==> config.mk <==
export PLATFORM = sky130hd
export DESIGN_NAME = lsu_top
export DESIGN_NICKNAME = d
export VERILOG_FILES = /design/src/hdl/lsu_access_pkg.sv /design/src/hdl/lsu_bus_pkg.sv /design/src/hdl/lsu_ctrl_fsm.sv /design/src/hdl/lsu_load_align.sv /design/src/hdl/lsu_store_align.sv /design/src/hdl/lsu_top.sv
export SDC_FILE = /design/constraint.sdc
export NUM_CORES = 1
export LEC_CHECK = 0
export ABC_CLOCK_PERIOD_IN_PS = 7300
export BUFFER_PORTS_ARGS = -buffer_cell sky130_fd_sc_hd__clkbuf_2
export CAP_MARGIN = 20
export CORE_MARGIN = 2
export CORE_UTILIZATION = 52
export DETAILED_ROUTE_END_ITERATION = 7
export PLACE_DENSITY = 0.88
export SYNTH_ARGS = -nofsm -noshare
export SYNTH_HDL_FRONTEND = slang
export SYNTH_SLANG_ARGS = --single-unit
==> constraint.sdc <==
create_clock -name clk_i -period 7.3 [get_ports clk_i]
set_input_delay 1.46 -clock clk_i [delete_from_list [all_inputs] [get_ports clk_i]]
set_output_delay 1.46 -clock clk_i [all_outputs]
set_load 0.05 [all_outputs]
==> src/hdl/lsu_access_pkg.sv <==
//////////////////////////////
// core side access definitions
// access size encoding and data word width
//////////////////////////////
`default_nettype none

package lsu_access_pkg;

  // width of core side and bus data words
  parameter int unsigned DataWidth = 32;

  // access size as issued by the decoder
  // both 10 and 11 select a byte access
  typedef enum logic [1:0] {
    LSU_WORD    = 2'b00,
    LSU_HALF    = 2'b01,
    LSU_BYTE    = 2'b10,
    LSU_BYTE_HI = 2'b11
  } lsu_type_e;

endpackage

`default_nettype wire

==> src/hdl/lsu_bus_pkg.sv <==
//////////////////////////////
// data bus geometry
// byte lanes, offset and byte enable types
//////////////////////////////
`default_nettype none

package lsu_bus_pkg;

  parameter int unsigned NumLanes    = 4;  // bytes per bus word
  parameter int unsigned OffsetWidth = 2;  // byte offset bits inside a word

  typedef logic [NumLanes-1:0]    be_t;      // one enable per byte lane
  typedef logic [OffsetWidth-1:0] offset_t;  // byte position inside a word

endpackage

`default_nettype wire

==> src/hdl/lsu_ctrl_fsm.sv <==
//////////////////////////////
// bus sequencing FSM
// split detection, error and write flags
// last address register, response outputs
//////////////////////////////
`timescale 1ns/1ps
`default_nettype none

module lsu_ctrl_fsm
  import lsu_access_pkg::*;
  import lsu_bus_pkg::*;
#(
  parameter int unsigned AddrWidth = 32
) (
  input  logic                  clk_i,
  input  logic                  rst_ni,

  // core side
  input  logic                  lsu_req_i,
  input  logic                  lsu_we_i,
  input  lsu_type_e             lsu_type_i,
  input  logic [AddrWidth-1:0]  addr_i,

  // bus side
  input  logic                  data_gnt_i,
  input  logic                  data_rvalid_i,
  input  logic                  data_err_i,
  output logic                  data_req_o,
  output logic [AddrWidth-1:0]  data_addr_o,

  // to the aligners
  output logic                  second_part_o,
  output logic                  ctrl_update_o,
  output logic                  rdata_update_o,

  // responses
  output logic                  addr_incr_req_o,  // core must present the next word address
  output logic [AddrWidth-1:0]  addr_last_o,
  output logic                  lsu_resp_valid_o,
  output logic                  lsu_rdata_valid_o,
  output logic                  load_err_o,
  output logic                  store_err_o,
  output logic                  busy_o
);

  typedef enum logic [2:0] {
    IDLE,
    WAIT_GNT_MIS,               // first part waiting for grant
    WAIT_RVALID_MIS,            // first part granted, second part requested
    WAIT_GNT,                   // single or second part waiting for grant
    WAIT_RVALID_MIS_GNTS_DONE   // both granted, first rvalid still due
  } state_e;

  state_e                  state_q, state_d;
  logic                    second_part_q, second_part_d;
  logic                    err_q, err_d;        // first part of a split access erred
  logic                    we_q;                // write flag of the running access
  logic [AddrWidth-1:0]    addr_last_q;
  logic [AddrWidth-1:0]    addr_last_d;
  logic                    addr_update;
  logic                    split_access;
  logic                    any_err;
  offset_t                 offset;

  assign offset = addr_i[OffsetWidth-1:0];

  // word crossing the lane boundary, or half word in lane 3
  assign split_access = ((lsu_type_i == LSU_WORD) && (offset != 2'b00)) ||
                        ((lsu_type_i == LSU_HALF) && (offset == 2'b11));

  //////////////////////////////
  // next state logic
  //////////////////////////////

  always_comb begin
    state_d         = state_q;
    second_part_d   = second_part_q;
    err_d           = err_q;
    data_req_o      = 1'b0;
    addr_incr_req_o = 1'b0;
    addr_update     = 1'b0;
    ctrl_update_o   = 1'b0;
    rdata_update_o  = 1'b0;

    unique case (state_q)
      IDLE: begin
        if (lsu_req_i) begin
          data_req_o = 1'b1;
          err_d      = 1'b0;  // fresh access
          if (data_gnt_i) begin
            ctrl_update_o = 1'b1;
            addr_update   = 1'b1;
            second_part_d = split_access;
            state_d       = split_access ? WAIT_RVALID_MIS : IDLE;
          end else begin
            state_d       = split_access ? WAIT_GNT_MIS : WAIT_GNT;
          end
        end
      end

      WAIT_GNT_MIS: begin
        data_req_o = 1'b1;
        if (data_gnt_i) begin
          ctrl_update_o = 1'b1;
          addr_update   = 1'b1;
          second_part_d = 1'b1;
          state_d       = WAIT_RVALID_MIS;
        end
      end

      WAIT_RVALID_MIS: begin
        data_req_o      = 1'b1;  // second part goes out early
        addr_incr_req_o = 1'b1;
        if (data_rvalid_i) begin
          err_d          = data_err_i;
          rdata_update_o = ~we_q;
          // second address only recorded if the first part was clean
          addr_update    = data_gnt_i & ~data_err_i;
          second_part_d  = ~data_gnt_i;
          state_d        = data_gnt_i ? IDLE : WAIT_GNT;
        end else if (data_gnt_i) begin
          second_part_d  = 1'b0;
          state_d        = WAIT_RVALID_MIS_GNTS_DONE;
        end
      end

      WAIT_GNT: begin
        data_req_o      = 1'b1;
        addr_incr_req_o = second_part_q;
        if (data_gnt_i) begin
          ctrl_update_o = 1'b1;
          addr_update   = ~err_q;
          second_part_d = 1'b0;
          state_d       = IDLE;
        end
      end

      WAIT_RVALID_MIS_GNTS_DONE: begin
        addr_incr_req_o = 1'b1;  // keeps the second address on addr_i for addr_last
        if (data_rvalid_i) begin
          err_d          = data_err_i;
          addr_update    = ~data_err_i;
          rdata_update_o = ~we_q;
          state_d        = IDLE;  // second rvalid ends the access in idle
        end
      end

      default: state_d = IDLE;
    endcase
  end

  //////////////////////////////
  // registers
  //////////////////////////////

  always_ff @(posedge clk_i or negedge rst_ni) begin
    if (!rst_ni) begin
      state_q       <= IDLE;
      second_part_q <= 1'b0;
      err_q         <= 1'b0;
    end else begin
      state_q       <= state_d;
      second_part_q <= second_part_d;
      err_q         <= err_d;
    end
  end

  always_ff @(posedge clk_i or negedge rst_ni) begin
    if (!rst_ni) begin
      we_q <= 1'b0;
    end else if (ctrl_update_o) begin
      we_q <= lsu_we_i;
    end
  end

  // byte address for a single or first part, word address for a second part
  assign addr_last_d = addr_incr_req_o ? data_addr_o : addr_i;

  always_ff @(posedge clk_i or negedge rst_ni) begin
    if (!rst_ni) begin
      addr_last_q <= '0;
    end else if (addr_update) begin
      addr_last_q <= addr_last_d;
    end
  end

  //////////////////////////////
  // outputs
  //////////////////////////////

  assign data_addr_o   = {addr_i[AddrWidth-1:OffsetWidth], {OffsetWidth{1'b0}}};
  assign second_part_o = second_part_q;
  assign addr_last_o   = addr_last_q;
  assign busy_o        = (state_q != IDLE);

  assign any_err           = err_q | data_err_i;  // either part
  assign lsu_resp_valid_o  = data_rvalid_i & (state_q == IDLE);
  assign lsu_rdata_valid_o = lsu_resp_valid_o & ~any_err & ~we_q;
  assign load_err_o        = lsu_resp_valid_o & any_err & ~we_q;
  assign store_err_o       = lsu_resp_valid_o & any_err &  we_q;

endmodule

`default_nettype wire

==> src/hdl/lsu_load_align.sv <==
//////////////////////////////
// load side alignment
// captured access attributes, first read word
// realignment, zero and sign extension
//////////////////////////////
`timescale 1ns/1ps
`default_nettype none

module lsu_load_align
  import lsu_access_pkg::*;
  import lsu_bus_pkg::*;
(
  input  logic                  clk_i,
  input  logic                  rst_ni,

  input  logic                  ctrl_update_i,   // take attributes of the granted access
  input  logic                  rdata_update_i,  // take first word of a split load
  input  offset_t               offset_i,
  input  lsu_type_e             lsu_type_i,
  input  logic                  sign_ext_i,

  input  logic [DataWidth-1:0]  bus_rdata_i,     // read word from the bus
  output logic [DataWidth-1:0]  rdata_o          // aligned and extended load result
);

  offset_t                 offset_q;   // byte offset of the load
  lsu_type_e               type_q;     // load size
  logic                    sign_ext_q;
  logic [DataWidth-1:8]    rdata_q;    // upper three bytes of the first word

  logic [DataWidth-1:0]    word_val;   // word, joined over two reads if needed
  logic [DataWidth-1:0]    lane_data;  // current word shifted down to the offset
  logic [15:0]             half_val;
  logic [7:0]              byte_val;

  //////////////////////////////
  // capture registers
  //////////////////////////////

  always_ff @(posedge clk_i or negedge rst_ni) begin
    if (!rst_ni) begin
      offset_q   <= '0;
      type_q     <= LSU_WORD;
      sign_ext_q <= 1'b0;
    end else if (ctrl_update_i) begin
      offset_q   <= offset_i;
      type_q     <= lsu_type_i;
      sign_ext_q <= sign_ext_i;
    end
  end

  // byte 0 of the first word never reaches the result
  always_ff @(posedge clk_i) begin
    if (rdata_update_i) begin
      rdata_q <= bus_rdata_i[DataWidth-1:8];
    end
  end

  //////////////////////////////
  // realignment
  //////////////////////////////

  // split word: low bytes come from the first read, high bytes from the current one
  always_comb begin
    unique case (offset_q)
      2'b00:   word_val = bus_rdata_i;
      2'b01:   word_val = {bus_rdata_i[7:0],  rdata_q[31:8]};
      2'b10:   word_val = {bus_rdata_i[15:0], rdata_q[31:16]};
      2'b11:   word_val = {bus_rdata_i[23:0], rdata_q[31:24]};
      default: word_val = bus_rdata_i;
    endcase
  end

  assign lane_data = bus_rdata_i >> {offset_q, 3'b000};

  // only offset 3 makes a half word straddle two words
  assign half_val = (offset_q == 2'b11) ? word_val[15:0] : lane_data[15:0];
  assign byte_val = lane_data[7:0];

  //////////////////////////////
  // extension
  //////////////////////////////

  always_comb begin
    unique case (type_q)
      LSU_WORD:              rdata_o = word_val;
      LSU_HALF:              rdata_o = {{(DataWidth-16){sign_ext_q & half_val[15]}}, half_val};
      LSU_BYTE, LSU_BYTE_HI: rdata_o = {{(DataWidth-8){sign_ext_q & byte_val[7]}}, byte_val};
      default:               rdata_o = word_val;
    endcase
  end

endmodule

`default_nettype wire

==> src/hdl/lsu_store_align.sv <==
//////////////////////////////
// store side alignment
// byte enables for first and second part
// write data rotation into byte lanes
//////////////////////////////
`timescale 1ns/1ps
`default_nettype none

module lsu_store_align
  import lsu_access_pkg::*;
  import lsu_bus_pkg::*;
(
  input  lsu_type_e             lsu_type_i,     // access size
  input  offset_t               offset_i,       // byte offset of the original address
  input  logic                  second_part_i,  // high for the upper word of a split access
  input  logic [DataWidth-1:0]  wdata_i,        // store data, lsb aligned
  output be_t                   be_o,
  output logic [DataWidth-1:0]  wdata_o
);

  be_t                      size_mask;  // enables of an aligned access of this size
  logic [2*NumLanes-1:0]    be_span;    // mask placed across two adjacent words

  //////////////////////////////
  // byte enables
  //////////////////////////////

  always_comb begin
    unique case (lsu_type_i)
      LSU_WORD:              size_mask = 4'b1111;
      LSU_HALF:              size_mask = 4'b0011;
      LSU_BYTE, LSU_BYTE_HI: size_mask = 4'b0001;
      default:               size_mask = 4'b1111;
    endcase
  end

  // one enable bit per byte, so the mask moves by the offset in bytes
  // lanes pushed past lane 3 land in the upper half, the second part's enables
  assign be_span = {{NumLanes{1'b0}}, size_mask} << offset_i;
  assign be_o    = second_part_i ? be_span[2*NumLanes-1:NumLanes]  // spilled lanes
                                 : be_span[NumLanes-1:0];          // lanes of first word

  //////////////////////////////
  // write data rotation
  //////////////////////////////

  // rotate left by whole bytes
  // the same word serves both parts of a split store
  always_comb begin
    unique case (offset_i)
      2'b00:   wdata_o = wdata_i;
      2'b01:   wdata_o = {wdata_i[23:0], wdata_i[31:24]};
      2'b10:   wdata_o = {wdata_i[15:0], wdata_i[31:16]};
      2'b11:   wdata_o = {wdata_i[7:0],  wdata_i[31:8]};
      default: wdata_o = wdata_i;
    endcase
  end

endmodule

`default_nettype wire

==> src/hdl/lsu_top.sv <==
//////////////////////////////
// load store unit top level
// store aligner, load aligner, control FSM
//////////////////////////////
`timescale 1ns/1ps
`default_nettype none

module lsu_top
  import lsu_access_pkg::*;
  import lsu_bus_pkg::*;
#(
  parameter int unsigned AddrWidth = 32
) (
  input  logic                  clk_i,
  input  logic                  rst_ni,

  // core side
  input  logic                  lsu_req_i,
  input  logic                  lsu_we_i,
  input  lsu_type_e             lsu_type_i,
  input  logic [DataWidth-1:0]  lsu_wdata_i,
  input  logic                  lsu_sign_ext_i,
  input  logic [AddrWidth-1:0]  addr_i,
  output logic [DataWidth-1:0]  lsu_rdata_o,
  output logic                  lsu_rdata_valid_o,
  output logic                  lsu_resp_valid_o,
  output logic                  addr_incr_req_o,
  output logic [AddrWidth-1:0]  addr_last_o,
  output logic                  load_err_o,
  output logic                  store_err_o,
  output logic                  busy_o,

  // data bus
  output logic                  data_req_o,
  input  logic                  data_gnt_i,
  input  logic                  data_rvalid_i,
  input  logic                  data_err_i,
  output logic [AddrWidth-1:0]  data_addr_o,
  output logic                  data_we_o,
  output be_t                   data_be_o,
  output logic [DataWidth-1:0]  data_wdata_o,
  input  logic [DataWidth-1:0]  data_rdata_i
);

  logic     second_part;
  logic     ctrl_update;
  logic     rdata_update;
  offset_t  offset;

  // while the second part runs the core shows the next word, the original
  // offset then lives on in the last address register
  assign offset    = second_part ? addr_last_o[OffsetWidth-1:0] : addr_i[OffsetWidth-1:0];
  assign data_we_o = lsu_we_i;

  lsu_store_align u_store_align (
    .lsu_type_i    (lsu_type_i),
    .offset_i      (offset),
    .second_part_i (second_part),
    .wdata_i       (lsu_wdata_i),
    .be_o          (data_be_o),
    .wdata_o       (data_wdata_o)
  );

  lsu_load_align u_load_align (
    .clk_i          (clk_i),
    .rst_ni         (rst_ni),
    .ctrl_update_i  (ctrl_update),
    .rdata_update_i (rdata_update),
    .offset_i       (offset),
    .lsu_type_i     (lsu_type_i),
    .sign_ext_i     (lsu_sign_ext_i),
    .bus_rdata_i    (data_rdata_i),
    .rdata_o        (lsu_rdata_o)
  );

  lsu_ctrl_fsm #(
    .AddrWidth (AddrWidth)
  ) u_ctrl_fsm (
    .clk_i             (clk_i),
    .rst_ni            (rst_ni),
    .lsu_req_i         (lsu_req_i),
    .lsu_we_i          (lsu_we_i),
    .lsu_type_i        (lsu_type_i),
    .addr_i            (addr_i),
    .data_gnt_i        (data_gnt_i),
    .data_rvalid_i     (data_rvalid_i),
    .data_err_i        (data_err_i),
    .data_req_o        (data_req_o),
    .data_addr_o       (data_addr_o),
    .second_part_o     (second_part),
    .ctrl_update_o     (ctrl_update),
    .rdata_update_o    (rdata_update),
    .addr_incr_req_o   (addr_incr_req_o),
    .addr_last_o       (addr_last_o),
    .lsu_resp_valid_o  (lsu_resp_valid_o),
    .lsu_rdata_valid_o (lsu_rdata_valid_o),
    .load_err_o        (load_err_o),
    .store_err_o       (store_err_o),
    .busy_o            (busy_o)
  );

endmodule

`default_nettype wire

==> results.txt <==
----------------------------------------------------
[Run status]
  Status ... completed

[Drt]
  Detailed-route wire length ... 14900 um
  Detailed router's first-iteration violation count ... 413
  Via count ... 4849
  DR pass1 iterations ... 7
  Average via count per standard cell ... 5.90
  Number of routed nets with antenna violations ... 0
  Wirelength per Cell ... 18.1 um
  Total DRC errors in the routed layout ... 0

[Worst setup path]
  Worst reg2reg setup slack ... 5.12 ns
  Cell class contributing the biggest share of worst-path delay ... flip-flops
  CP max-delay cell ... dfrtp_2
  Crit path largest cell delay ... 1.09 ns
  Crit path required time ... 5.84 ns
  Biggest fanout along the worst timing path ... 48
  Cell chain of the critical path ... mux4_2 -> nand3_1 -> o311ai_0 -> clkbuf_2
  Setup crit end kind ... output pin
  Worst EP arrival ... 3.14 ns
  Type of the worst setup path ... reg2out
  Critical path buffers and inverters ... 1
  Kind of start point of the critical path ... register

[Pwr]
  Power density relative to cell area ... 533 nW/um^2
  Maximum vdd ir drop ... 0.365 mV
  Total leakage power ... 3.26 nW

[Clock tree]
  Setup Buffers After CTS ... 0
  Number of sinks on the clock net ... 67
  Clock buffers created by TritonCTS ... 9
  # hold bufs at CTS ... 0
  Root buffer selected by CTS ... clkbuf_8
  Maximum clock path buffer count ... 2
  CTS resizes ... 0
  Number of H-tree branching levels ... 3
  CTS tree ... yes
  Worst-skew pair later-pin latency ... 0.35 ns
  Clock slew at the register clock pins of the worst setup and hold paths ... 0.08 ns

[Placed design]
  HPWL Detailed ... 11200 um
  Placed Instance Area ... 6290 sq um
  Last weighted congestion value of the routability-driven placer ... 0.902
  Number of port buffers ... 243

[Yosys]
  Async SR Flop Fraction ... 0.642
  Average cell area after synthesis ... 11.0 sq um
  Top FF cell, synth ... dfrtp_1
  Fraction of synthesized cell area taken by the top area cell type ... 0.201
  Sequential-to-total area share from yosys stat ... 0.336
  Synth area leader ... dfrtp_1
  Largest cells by area after synthesis ... dfrtp_1 20%, mux2i_1 14%, edfxtp_1 13%
  Flops & latches, synth ... 67
  Number of enable-type register cells in the synthesized netlist ... 24
  Synthesis warning total ... 0
  Post-synthesis cell area ... 5340 sq um
  Synthesized netlist cell count ... 486
  Number of distinct library cells after synthesis ... 57

[Timing]
  Final cycle utilization of the critical path ... 0.629
  Unrepaired setup endpoints after global routing ... false
  Final hold viol count ... 0
  Final Critical Period ... 4.60 ns
  Worst clock skew ... 0.0136 ns
  Achievable clock frequency ... 218 MHz
  Final number of max-transition violations ... 0
  Worst slew pin tran ... 1.11 ns
  Setup Viol. Count Final ... 0
  Slew HR ... 0.254
  Total negative setup slack ... 0 ns

[Layout]
  Design Area, Final ... 6520 sq um
  Share of post-route cells with drive strength above 1 ... 0.500
  Post-synthesis to final-layout area growth ... 22.0%
  Number of fill cells in the layout ... 820
  Antenna diode count ... 0
  Post-layout nets ... 787

[Die]
  Floorplan Core Area ... 10100 sq um
  Std-Cell Rows ... 37
  Initial core utilization ... 0.527
  Die width ... 105 um
  Die area ... 11100 sq um
  Die extent in y ... 105 um
  Total I/O pin count ... 246

[Global route]
  Global-route wire length before repair ... 23600 um
  Pin count of the biggest net entering global routing ... 49
  GRT Overall Usage ... 0.261
  Number of global-route vias before repair ... 4828
  Antenna violations before repair ... 0
  Remaining global-route overflow ... 0

[Hold path]
  Type of the most critical hold path ... reg2reg

[Job]
  Max-cap violations ... 0

----------------------------------------------------
## cell usage after synthesis (3+ instances only)
| cell | number |
|---|---|
| buf_2 | 7 |
| mux2_2 | 22 |
| nand3_1 | 3 |
| buf_6 | 3 |
| clkbuf_1 | 8 |
| o2bb2ai_1 | 5 |
| a31oi_1 | 11 |
| mux2i_1 | 74 |
| or3_1 | 4 |
| nor3_1 | 3 |
| o311ai_0 | 7 |
| and3_1 | 8 |
| buf_4 | 43 |
| a21oi_1 | 13 |
| nor2_1 | 25 |
| inv_1 | 16 |
| nand2_1 | 39 |
| mux4_2 | 17 |
| a221oi_1 | 7 |
| edfxtp_1 | 24 |
| o22ai_1 | 3 |
| o211ai_1 | 5 |
| nor2b_1 | 4 |
| mux2_4 | 28 |
| o21ai_0 | 21 |
| o221ai_1 | 8 |
| dfrtp_1 | 43 |
| buf_12 | 3 |
## stage by stage
step,setup slack [ns],total power [mW],std cells,util,hold slack [ns]
floorplan,2.33,2.67,487,-,0.518
global placement,2.88,3.07,805,0.621,0.492
detailed placement,2.76,3.14,805,0.621,0.495
CTS,2.75,3.47,821,0.641,0.520
global route,2.51,3.62,822,0.643,0.537
finish,2.70,3.47,822,0.643,0.520
## cells in the final DEF, fill, tap and decap left out, types with 4 or more instances in the layout
cell type,instances
buf_4,4
o21ai_0,21
inv_1,16
a221oi_1,7
o311ai_0,7
edfxtp_1,24
a31oi_1,11
mux2i_1,74
o221ai_1,8
and3_1,8
dfrtp_1,42
mux4_2,17
nor2b_1,4
nand2_1,39
clkbuf_8,9
o2bb2ai_1,5
a21oi_1,13
mux2_4,28
mux2_2,22
clkbuf_2,243
inv_6,5
or3_1,4
o211ai_1,5
nor2_1,25
## layer usage
metal	GRT usage	wire, um	share of wire
met5	0	0	0
met4	0.0876	297	0.020
met3	0.0458	1210	0.081
met2	0.472	7820	0.52
met1	0.312	5560	0.37
## power by group
part	internal, mW	switching (mW)	leakage (nW)	total, mW
clock network	0.164	0.160	0.106	0.324
logic	0.730	1.77	2.43	2.50
registers	0.490	0.153	0.728	0.644
## final timing paths
| path | start | to | cells after the start |
|---|---|---|---|
| max | u_load_align.offset_q[0]$_DFFE_PN0P_ | lsu_rdata_o[14] | 4 |
| min | u_ctrl_fsm.addr_last_o[5]$_DFFE_PN0P_ | u_ctrl_fsm.addr_last_o[5]$_DFFE_PN0P_ | 1 |
| max reg2reg | u_ctrl_fsm.state_q[1]$_DFFE_PN0P_ | u_ctrl_fsm.addr_last_o[2]$_DFFE_PN0P_ | 4 |
| min reg2reg | u_ctrl_fsm.addr_last_o[5]$_DFFE_PN0P_ | u_ctrl_fsm.addr_last_o[5]$_DFFE_PN0P_ | 1 |
| max in group asynchronous | rst_ni | u_load_align.offset_q[0]$_DFFE_PN0P_ | 2 |
| min in group asynchronous | rst_ni | u_ctrl_fsm.addr_last_o[19]$_DFFE_PN0P_ | 1 |
## layout make-up
type | count | area, sq um | area share
repair buffers | 248 | 1270 | 0.194
inverters | 16 | 60.1 | 0.00922
flip-flops and latches | 67 | 1800 | 0.276
clock inverters | 7 | 80.1 | 0.0123
multi-input cells | 339 | 3020 | 0.463
clock buffers | 9 | 124 | 0.0190
well taps | 136 | 170 | 0.0261
## cells by family after synthesis
family / share of synthesized area
muxes: 0.345
AOI/OAI and AO/OA: 0.130
and+or+nand+nor: 0.0845
buffers and inverters: 0.102
DFF: 0.336
adders and majority gates: 0.00187
other: 0.000702
## registers in the layout (all words and copies together) (netlist names)
| name | count |
|---|---|
| u_ctrl_fsm.second_part_o | 1 |
| u_load_align.offset_q | 2 |
| u_load_align.type_q | 2 |
| u_ctrl_fsm.state_q | 3 |
| u_ctrl_fsm.err_q | 1 |
| u_load_align.rdata_q | 24 |
| u_ctrl_fsm.we_q | 1 |
| u_ctrl_fsm.addr_last_o | 32 |
| u_load_align.sign_ext_q | 1 |
Note: power is estimated with default switching activity, not from simulation.
